--- src/design/ex_pkg.sv ---
/*
 * Execute stage shared definitions
 * Word and tag types, opcode and unit enums, request and response
 * structs, and the mapping from opcode to functional unit
 */

package ex_pkg;

  // Data path width
  localparam int unsigned xlen = 32;

  typedef logic [xlen-1:0] word_t;
  typedef logic [4:0]      reg_addr_t;

  // Operations executed in EX, grouped by functional unit
  typedef enum logic [4:0] {
    // ALU group
    OP_ADD, OP_SUB, OP_AND, OP_OR, OP_XOR,
    OP_SLL, OP_SRL, OP_SRA, OP_SLT, OP_SLTU,
    // Multiplier group
    OP_MUL, OP_MULH, OP_MULHSU, OP_MULHU,
    // Divider group
    OP_DIV, OP_DIVU, OP_REM, OP_REMU
  } ex_op_e;

  typedef enum logic [1:0] {
    UNIT_ALU,
    UNIT_MUL,
    UNIT_DIV
  } ex_unit_e;

  // Request from decode, 74 bits
  typedef struct packed {
    ex_op_e    op;
    word_t     operand_a;
    word_t     operand_b;
    reg_addr_t rd;
  } ex_req_t;

  // Entry of the EX/WB register, 37 bits
  typedef struct packed {
    reg_addr_t rd;
    word_t     result;
  } ex_rsp_t;

  // Which unit runs a given opcode
  function automatic ex_unit_e op_unit(input ex_op_e op);
    case (op)
      OP_MUL, OP_MULH, OP_MULHSU, OP_MULHU: return UNIT_MUL;
      OP_DIV, OP_DIVU, OP_REM, OP_REMU:     return UNIT_DIV;
      default:                              return UNIT_ALU;
    endcase
  endfunction

endpackage

--- src/design/ex_alu.sv ---
/*
 * Integer ALU
 * Single-cycle RV32 add, sub, logic, shift and compare operations
 */

`timescale 1ns/1ps

module ex_alu (
  input  ex_pkg::ex_req_t req_i,
  output ex_pkg::word_t   result_o
);
  import ex_pkg::*;

  word_t      op_a;
  word_t      op_b;
  logic [4:0] shamt;
  logic       lt_signed;
  logic       lt_unsigned;

  assign op_a  = req_i.operand_a;
  assign op_b  = req_i.operand_b;

  // Shift amount comes from the low five bits only
  assign shamt = op_b[4:0];

  // Comparators shared by SLT and SLTU
  assign lt_signed   = $signed(op_a) < $signed(op_b);
  assign lt_unsigned = op_a < op_b;

  //////////////////////////////////////////////////////////////////////
  // Operation select
  //////////////////////////////////////////////////////////////////////

  always_comb begin
    case (req_i.op)
      OP_ADD:  result_o = op_a + op_b;
      OP_SUB:  result_o = op_a - op_b;
      OP_AND:  result_o = op_a & op_b;
      OP_OR:   result_o = op_a | op_b;
      OP_XOR:  result_o = op_a ^ op_b;
      OP_SLL:  result_o = op_a << shamt;
      OP_SRL:  result_o = op_a >> shamt;
      // Arithmetic shift keeps the sign bit
      OP_SRA:  result_o = word_t'($signed(op_a) >>> shamt);
      // Compares give a single bit, zero extended
      OP_SLT:  result_o = word_t'(lt_signed);
      OP_SLTU: result_o = word_t'(lt_unsigned);
      // Not an ALU op, output ignored by the commit logic
      default: result_o = '0;
    endcase
  end

endmodule

--- src/design/ex_commit.sv ---
/*
 * Execute stage controller
 * Starts the functional units, holds finished results under
 * back-pressure, and owns the EX/WB register and both handshakes
 */

`timescale 1ns/1ps

module ex_commit (
  input  logic            clk,
  input  logic            rst_n,
  input  ex_pkg::ex_req_t req_i,
  input  logic            req_valid_i,
  output logic            req_ready_o,
  input  logic            flush_i,
  input  ex_pkg::word_t   alu_result_i,
  output logic            mul_start_o,
  input  logic            mul_done_i,
  input  ex_pkg::word_t   mul_result_i,
  output logic            div_start_o,
  output logic            div_abort_o,
  input  logic            div_done_i,
  input  ex_pkg::word_t   div_result_i,
  output ex_pkg::ex_rsp_t rsp_o,
  output logic            rsp_valid_o,
  input  logic            rsp_ready_i
);
  import ex_pkg::*;

  // Room for killed multiplies still draining the pipeline
  localparam int unsigned STALE_W = 4;

  ex_unit_e           unit;
  logic               active;
  logic               wb_free;
  logic               mul_done_own;
  logic               unit_done;
  logic               res_avail;
  logic               wb_load;
  logic               stale_inc;
  logic               stale_dec;
  word_t              unit_result;
  word_t              wb_data;

  logic               started_q;
  logic               held_q;
  word_t              held_res_q;
  logic [STALE_W-1:0] stale_q;
  ex_rsp_t            rsp_q;

  assign unit    = op_unit(req_i.op);
  assign active  = req_valid_i && !flush_i;
  assign wb_free = !rsp_valid_o || rsp_ready_i;

  // A done belongs to the current multiply only once stale ones are out
  assign mul_done_own = mul_done_i && (stale_q == '0);
  assign unit_done    = started_q && (((unit == UNIT_MUL) && mul_done_own) ||
                                      ((unit == UNIT_DIV) && div_done_i));

  always_comb begin
    case (unit)
      UNIT_MUL: unit_result = mul_result_i;
      UNIT_DIV: unit_result = div_result_i;
      default:  unit_result = alu_result_i;
    endcase
  end

  assign wb_data   = held_q ? held_res_q : unit_result;
  assign res_avail = (unit == UNIT_ALU) || held_q || unit_done;
  assign wb_load   = active && res_avail && wb_free;

  // Ready doubles as the completion pulse of the item in EX
  assign req_ready_o = flush_i || wb_load;

  // One start per request
  assign mul_start_o = active && (unit == UNIT_MUL) && !started_q && !held_q;
  assign div_start_o = active && (unit == UNIT_DIV) && !started_q && !held_q;
  assign div_abort_o = flush_i && started_q && (unit == UNIT_DIV);

  // Killed multiply leaves a done pulse to swallow later
  assign stale_inc = flush_i && started_q && (unit == UNIT_MUL) && !mul_done_own;
  assign stale_dec = mul_done_i && (stale_q != '0);

  //////////////////////////////////////////////////////////////////////
  // Request tracking
  //////////////////////////////////////////////////////////////////////

  always_ff @(posedge clk or negedge rst_n) begin
    if (!rst_n) begin
      started_q <= 1'b0;
      held_q    <= 1'b0;
      stale_q   <= '0;
    end else begin
      if (req_ready_o || unit_done) begin
        started_q <= 1'b0;
      end else if (mul_start_o || div_start_o) begin
        started_q <= 1'b1;
      end
      // Result parked while EX/WB is blocked
      if (req_ready_o) begin
        held_q <= 1'b0;
      end else if (unit_done) begin
        held_q <= 1'b1;
      end
      stale_q <= stale_q + STALE_W'(stale_inc) - STALE_W'(stale_dec);
    end
  end

  always_ff @(posedge clk) begin
    if (unit_done && !held_q) begin
      held_res_q <= unit_result;
    end
  end

  //////////////////////////////////////////////////////////////////////
  // EX/WB register
  //////////////////////////////////////////////////////////////////////

  always_ff @(posedge clk or negedge rst_n) begin
    if (!rst_n) begin
      rsp_valid_o <= 1'b0;
    end else if (wb_load) begin
      rsp_valid_o <= 1'b1;
    end else if (rsp_ready_i) begin
      rsp_valid_o <= 1'b0;
    end
  end

  always_ff @(posedge clk) begin
    if (wb_load) begin
      rsp_q.rd     <= req_i.rd;
      rsp_q.result <= wb_data;
    end
  end

  assign rsp_o = rsp_q;

endmodule

--- src/design/ex_div.sv ---
/*
 * Iterative divider
 * Restoring division on operand magnitudes, one quotient bit per
 * cycle, then a sign-fix cycle; handles DIV, DIVU, REM and REMU
 */

`timescale 1ns/1ps

module ex_div (
  input  logic            clk,
  input  logic            rst_n,
  input  logic            start_i,
  input  logic            abort_i,
  input  ex_pkg::ex_req_t req_i,
  output logic            done_o,
  output ex_pkg::word_t   result_o
);
  import ex_pkg::*;

  localparam int unsigned CNT_W = $clog2(xlen);

  typedef enum logic [1:0] {
    DIV_IDLE,
    DIV_RUN,
    DIV_FIX
  } div_state_e;

  div_state_e       state_q;
  logic [CNT_W-1:0] cnt_q;
  logic             busy;

  // Operand decode at start
  logic             is_signed;
  logic             a_neg;
  logic             b_neg;
  word_t            a_mag;
  word_t            b_mag;

  // Iteration registers and latched op info
  word_t            quo_q;
  word_t            rem_q;
  word_t            dvs_q;
  logic             is_rem_q;
  logic             neg_quo_q;
  logic             neg_rem_q;

  logic [xlen:0]    shifted;
  logic [xlen:0]    diff;
  word_t            fixed;

  assign busy = (state_q != DIV_IDLE);

  assign is_signed = (req_i.op == OP_DIV) || (req_i.op == OP_REM);
  assign a_neg     = is_signed & req_i.operand_a[xlen-1];
  assign b_neg     = is_signed & req_i.operand_b[xlen-1];
  assign a_mag     = a_neg ? -req_i.operand_a : req_i.operand_a;
  assign b_mag     = b_neg ? -req_i.operand_b : req_i.operand_b;

  // Trial subtract of the divisor from the shifted partial remainder
  assign shifted = {rem_q, quo_q[xlen-1]};
  assign diff    = shifted - {1'b0, dvs_q};

  // Remainder follows the dividend sign, quotient the sign of a xor b
  always_comb begin
    if (is_rem_q) begin
      fixed = neg_rem_q ? -rem_q : rem_q;
    end else begin
      fixed = neg_quo_q ? -quo_q : quo_q;
    end
  end

  //////////////////////////////////////////////////////////////////////
  // Control FSM
  //////////////////////////////////////////////////////////////////////

  always_ff @(posedge clk or negedge rst_n) begin
    if (!rst_n) begin
      state_q <= DIV_IDLE;
      cnt_q   <= '0;
      done_o  <= 1'b0;
    end else begin
      done_o <= (state_q == DIV_FIX) && !abort_i;
      if (abort_i) begin
        // Drop whatever is running, no done pulse
        state_q <= DIV_IDLE;
      end else begin
        case (state_q)
          DIV_IDLE: begin
            if (start_i) begin
              state_q <= DIV_RUN;
              cnt_q   <= '0;
            end
          end
          DIV_RUN: begin
            cnt_q <= cnt_q + 1'b1;
            if (cnt_q == CNT_W'(xlen - 1)) begin
              state_q <= DIV_FIX;
            end
          end
          default: state_q <= DIV_IDLE;
        endcase
      end
    end
  end

  //////////////////////////////////////////////////////////////////////
  // Datapath
  //////////////////////////////////////////////////////////////////////

  always_ff @(posedge clk) begin
    if (start_i && !busy) begin
      quo_q     <= a_mag;
      rem_q     <= '0;
      dvs_q     <= b_mag;
      is_rem_q  <= (req_i.op == OP_REM) || (req_i.op == OP_REMU);
      // Divide by zero keeps the all-ones quotient unsigned
      neg_quo_q <= (a_neg ^ b_neg) && (req_i.operand_b != '0);
      neg_rem_q <= a_neg;
    end else if (state_q == DIV_RUN) begin
      if (!diff[xlen]) begin
        rem_q <= diff[xlen-1:0];
        quo_q <= {quo_q[xlen-2:0], 1'b1};
      end else begin
        rem_q <= shifted[xlen-1:0];
        quo_q <= {quo_q[xlen-2:0], 1'b0};
      end
    end
    if (state_q == DIV_FIX) begin
      result_o <= fixed;
    end
  end

endmodule

--- src/design/ex_mult.sv ---
/*
 * Pipelined 32x32 multiplier
 * Forms the full product and returns the low or high word after a
 * fixed number of register stages; accepts a new start every cycle
 */

`timescale 1ns/1ps

module ex_mult #(
  parameter int unsigned MUL_STAGES = 2
) (
  input  logic            clk,
  input  logic            rst_n,
  input  logic            start_i,
  input  ex_pkg::ex_req_t req_i,
  output logic            done_o,
  output ex_pkg::word_t   result_o
);
  import ex_pkg::*;

  logic               a_signed;
  logic               b_signed;
  logic signed [xlen:0]     a_ext;
  logic signed [xlen:0]     b_ext;
  logic signed [2*xlen+1:0] prod_full;
  logic                     want_hi;

  // Per-stage valid, word select and product
  logic [MUL_STAGES-1:0]    vld_q;
  logic [MUL_STAGES-1:0]    hi_q;
  logic [2*xlen-1:0]        prod_q [MUL_STAGES];

  // Operand signedness per opcode
  assign a_signed = (req_i.op == OP_MULH) || (req_i.op == OP_MULHSU);
  assign b_signed = (req_i.op == OP_MULH);

  // One extra bit so unsigned operands stay positive
  assign a_ext = {a_signed & req_i.operand_a[xlen-1], req_i.operand_a};
  assign b_ext = {b_signed & req_i.operand_b[xlen-1], req_i.operand_b};

  assign prod_full = a_ext * b_ext;
  assign want_hi   = (req_i.op != OP_MUL);

  //////////////////////////////////////////////////////////////////////
  // Pipeline registers
  //////////////////////////////////////////////////////////////////////

  // Valid bit travels alongside the product
  always_ff @(posedge clk or negedge rst_n) begin
    if (!rst_n) begin
      vld_q <= '0;
    end else begin
      vld_q[0] <= start_i;
      for (int i = 1; i < MUL_STAGES; i++) begin
        vld_q[i] <= vld_q[i-1];
      end
    end
  end

  always_ff @(posedge clk) begin
    prod_q[0] <= prod_full[2*xlen-1:0];
    hi_q[0]   <= want_hi;
    for (int i = 1; i < MUL_STAGES; i++) begin
      prod_q[i] <= prod_q[i-1];
      hi_q[i]   <= hi_q[i-1];
    end
  end

  // Last stage drives the outputs
  assign done_o   = vld_q[MUL_STAGES-1];
  assign result_o = hi_q[MUL_STAGES-1] ? prod_q[MUL_STAGES-1][2*xlen-1:xlen]
                                       : prod_q[MUL_STAGES-1][xlen-1:0];

endmodule

--- src/design/ex_stage.sv ---
/*
 * Execute stage top
 * Connects the ALU, multiplier, divider and the stage controller
 */

`timescale 1ns/1ps

module ex_stage #(
  parameter int unsigned MUL_STAGES = 2
) (
  input  logic            clk,
  input  logic            rst_n,
  input  ex_pkg::ex_req_t req_i,
  input  logic            req_valid_i,
  output logic            req_ready_o,
  input  logic            flush_i,
  output ex_pkg::ex_rsp_t rsp_o,
  output logic            rsp_valid_o,
  input  logic            rsp_ready_i
);
  import ex_pkg::*;

  // Unit results
  word_t alu_result;
  word_t mul_result;
  word_t div_result;

  // Unit control
  logic  mul_start;
  logic  mul_done;
  logic  div_start;
  logic  div_abort;
  logic  div_done;

  ex_alu alu_i (
    .req_i    (req_i),
    .result_o (alu_result)
  );

  ex_mult #(
    .MUL_STAGES (MUL_STAGES)
  ) mult_i (
    .clk      (clk),
    .rst_n    (rst_n),
    .start_i  (mul_start),
    .req_i    (req_i),
    .done_o   (mul_done),
    .result_o (mul_result)
  );

  ex_div div_i (
    .clk      (clk),
    .rst_n    (rst_n),
    .start_i  (div_start),
    .abort_i  (div_abort),
    .req_i    (req_i),
    .done_o   (div_done),
    .result_o (div_result)
  );

  ex_commit commit_i (
    .clk          (clk),
    .rst_n        (rst_n),
    .req_i        (req_i),
    .req_valid_i  (req_valid_i),
    .req_ready_o  (req_ready_o),
    .flush_i      (flush_i),
    .alu_result_i (alu_result),
    .mul_start_o  (mul_start),
    .mul_done_i   (mul_done),
    .mul_result_i (mul_result),
    .div_start_o  (div_start),
    .div_abort_o  (div_abort),
    .div_done_i   (div_done),
    .div_result_i (div_result),
    .rsp_o        (rsp_o),
    .rsp_valid_o  (rsp_valid_o),
    .rsp_ready_i  (rsp_ready_i)
  );

endmodule

--- config.mk ---
export PLATFORM = sky130hd
export DESIGN_NAME = ex_stage
export DESIGN_NICKNAME = d
export VERILOG_FILES = /design/src/design/ex_pkg.sv /design/src/design/ex_alu.sv /design/src/design/ex_commit.sv /design/src/design/ex_div.sv /design/src/design/ex_mult.sv /design/src/design/ex_stage.sv
export SDC_FILE = /design/constraint.sdc
export NUM_CORES = 2
export LEC_CHECK = 0
export ABC_AREA = 1
export ABC_CLOCK_PERIOD_IN_PS = 4290
export CORE_ASPECT_RATIO = 1.75
export CORE_UTILIZATION = 45
export DETAILED_ROUTE_END_ITERATION = 10
export DONT_BUFFER_PORTS = 1
export PLACE_DENSITY = 0.6
export RECOVER_POWER = 50
export SETUP_SLACK_MARGIN = 0.3
export SLEW_MARGIN = 20
export SYNTH_ARGS = -nofsm -noshare
export SYNTH_HDL_FRONTEND = slang
export SYNTH_HIERARCHICAL = 1
export SYNTH_SLANG_ARGS = --single-unit
--- constraint.sdc ---
create_clock -name clk -period 4.29 [get_ports clk]
set_input_delay 0.6435 -clock clk [delete_from_list [all_inputs] [get_ports clk]]
set_output_delay 0.6435 -clock clk [all_outputs]
set_load 0.01 [all_outputs]
==> out/qor.txt <==
Vias -> 65,310
Outcome -> finished with violations
Worst-Skew Late Latency -> 580 ps
Seq cells post-synth -> 347
Clock transition at path regs -> 60 ps
Crit path DAT -> 7500 ps
Average cell area after synthesis -> 7.199 µm²
Commonest non-fill, non-tap cells in the layout -> nand2_1, inv_1, fa_1
Max incr delay on CP -> 550 ps
CTS Buf Count -> 41
Synthesis Warnings -> 6
Distinct cells, synth -> 70
GRT overflow -> 0
Final WS setup -> -2737 ps
CTS tree -> done
Final Cycle Share -> 1.638
Crit-path slowest cell -> fa_2
Cell count after synthesis -> 9,616
Vias/cell -> 5.497
Die Span Y -> 520.8 µm
Post-synth EDFFs -> 168
Routed Antenna Nets -> 0
Final Hold Fails -> 0
Synth Net Count -> 11,180
Fmax achieved -> 142.3 MHz
Vias in the first global route -> 70,280
Critical Path Sink Type -> register
Die area -> 0.1555 mm²
Io pins -> 118
Cell Rows -> 190
Critical-path maximum fanout -> 9
IO buf count -> 0
Slew headroom -> -0.8381
Hold WC Path Type -> in -> reg
Die width -> 298.5 µm
Core outline area -> 0.1529 mm²
Layout Nets -> 11,390
Register area share after synthesis -> 0.1259
Initial antenna violation count -> 17
Setup violators final -> 55
Initial core utilization -> 0.4528
CTS root buffer -> clkbuf_16
Skew final -> 17.26 ps
RePlAce Congestion -> 1.034
Worst Path Required -> 4760 ps
Final Slew Violations -> 159
Top_reg_cell synth -> edfxtp_1
Max Root-Sink Buffers -> 3
# fillers -> 14,970
Crit path top cell by count -> fa_1
TNS Setup -> -116,180 ps
Gr usage total -> 0.4114
Drt wl/cell -> 26.73 µm
Routed Wire Length -> 317,500 µm
Detailed placement HPWL -> 242,700 µm
Startpoint Class -> input port
Async set-reset flop share out of synthesis -> 0.04899
DP Worst Slack -> -4162 ps
Max Cap Viol -> 5
Final min period -> 7027 ps
First-pass GRT wire length -> 457,400 µm
Layout cell share with drive strength beyond 1 -> 0.1622
Worst-margin pin slew -> 2757 ps
Unrepaired setup endpoints after global routing -> true
Synth Cell Area -> 0.06922 mm²
Largest net degree at the start of global routing -> 102
Initial DRC Count -> 4,347
First-pass iteration count of the detailed router -> 9
Synthesis-to-finish area growth -> 16.99%
Commonest non-fill, non-tap cell in the layout -> nand2_1
Htree depth -> 2
# clock sinks -> 347
DR DRC count -> 2
Failing checks -> design-rule violations, max-capacitance violations, max-slew violations, negative setup slack
WS Path Type -> in -> reg
[flip-flops by register name, summed over array words and instances (netlist names), 4 cells and up]
register             flops
commit_i/held_res_q     32
commit_i/rsp_o          37
commit_i/stale_q         4
div_i/cnt_q              5
div_i/dvs_q             32
div_i/quo_q             32
div_i/rem_q             32
div_i/result_o          32
mult_i/prod_q          128
[logic make-up after synthesis]
logic type,share of synthesized area
simple gates,0.2594
buf+inv,0.1513
fa+ha+maj,0.3914
compound gates,0.05217
flops,0.1259
xor+xnor,0.01455
mux,0.005350
[routing by layer]
metal / GRT usage / vias to the layer above / wire length (µm)
met3: 0.08854 / 1407 / 23360
met1: 0.3738 / 31860 / 93780
met2: 0.7225 / 3114 / 156800
met5: 0 / - / 68
li1: - / 28920 / -
met4: 0.4500 / 10 / 43570
[cell type report]
class                      instances  area, µm²  area share
multi-input combinational       6572      54440      0.6723
antenna                            8      20.02   0.0002472
tap                             2016       2522     0.03115
timing repair inverter             1      11.26   0.0001391
inverter                        2288       8658      0.1069
sequential                       347       8715      0.1076
clock inverter                    15      166.4    0.002055
clock buffer                      60       1272     0.01571
timing repair buffer             573       5176     0.06392
[cell usage after synthesis (6+ instances only)]
cell	number	share of area
a21oi_1	228	0.016
a21oi_2	63	0.0080
a31oi_1	10	0.00090
and2_1	21	0.0019
buf_1	13	0.00070
buf_2	75	0.0054
buf_4	16	0.0017
buf_6	16	0.0026
clkbuf_1	283	0.015
dfrtp_1	17	0.0061
dfxtp_1	162	0.047
edfxtp_1	168	0.073
fa_1	1129	0.33
ha_1	359	0.065
inv_1	2264	0.12
inv_2	21	0.0011
mux2_2	32	0.0052
nand2_1	2839	0.15
nand2_2	27	0.0024
nand3_1	645	0.047
nand3_2	9	0.0013
nand3b_1	12	0.0013
nand4_1	79	0.0071
nor2_1	531	0.029
nor2_2	23	0.0021
nor2_4	13	0.0021
nor3_1	65	0.0047
nor3_2	6	0.00087
nor4_1	10	0.00090
o211ai_1	27	0.0029
o21ai_0	203	0.015
o21ai_1	19	0.0014
o21bai_1	22	0.0024
o22ai_1	16	0.0014
or2_2	11	0.00099
xnor2_1	22	0.0028
xor2_1	93	0.012
[worst max-delay path, delay by kind of cell]
family,cells,cell delay (ps)
adders and majority gates,9,4260
buffers and inverters,10,1080
and+or+nand+nor,11,1040
AOI/OAI and AO/OA,2,430
[stage by stage]
stage	hold slack [ps]	utilization	instance area, µm²	cells
final	162.2	0.5298	80980	11880
after global routing	139.3	0.5297	80970	11880
after CTS	135.4	0.5205	79570	11830
after detailed placement	312.1	0.4917	75160	11670
after global placement	310.4	0.4917	75160	11670
after floorplan	309.6	-	72170	9616
[final timing paths]
path | startpoint | endpoint | slack [ps] | cells after the start
min in group asynchronous | rst_n | commit_i/rsp_valid_o$_DFFE_PN0P_ | 260 | 1
worst max-delay path | req_i[69] | mult_i/prod_q[0][50]$_DFF_P_ | -2740 | 32
worst min-delay path | req_i[2] | commit_i/rsp_o[34]$_DFFE_PP_ | 160 | 0
worst min register to register | mult_i/prod_q[0][6]$_DFF_P_ | mult_i/prod_q[0][70]$_DFF_P_ | 320 | 0
worst max register to register | commit_i/held_q$_DFFE_PN0P_ | div_i/quo_q[20]$_DFFE_PP_ | 210 | 9
max in group asynchronous | rst_n | mult_i/vld_q[0]$_DFF_PN0_ | 3350 | 1
[repair_timing]
action / in CTS / in global routing
hold buffers: 1 / 0
resized for setup: 564 / 306
hold endpoints to repair: 17 / 0
cloned: 2 / 0
pin swaps: 320 / 250
buffers inserted: 84 / 44
setup endpoints to repair: 55 / 56
Power is not shown: default switching activity piles up to over one toggle a cycle in this logic, so the estimate is an artifact.
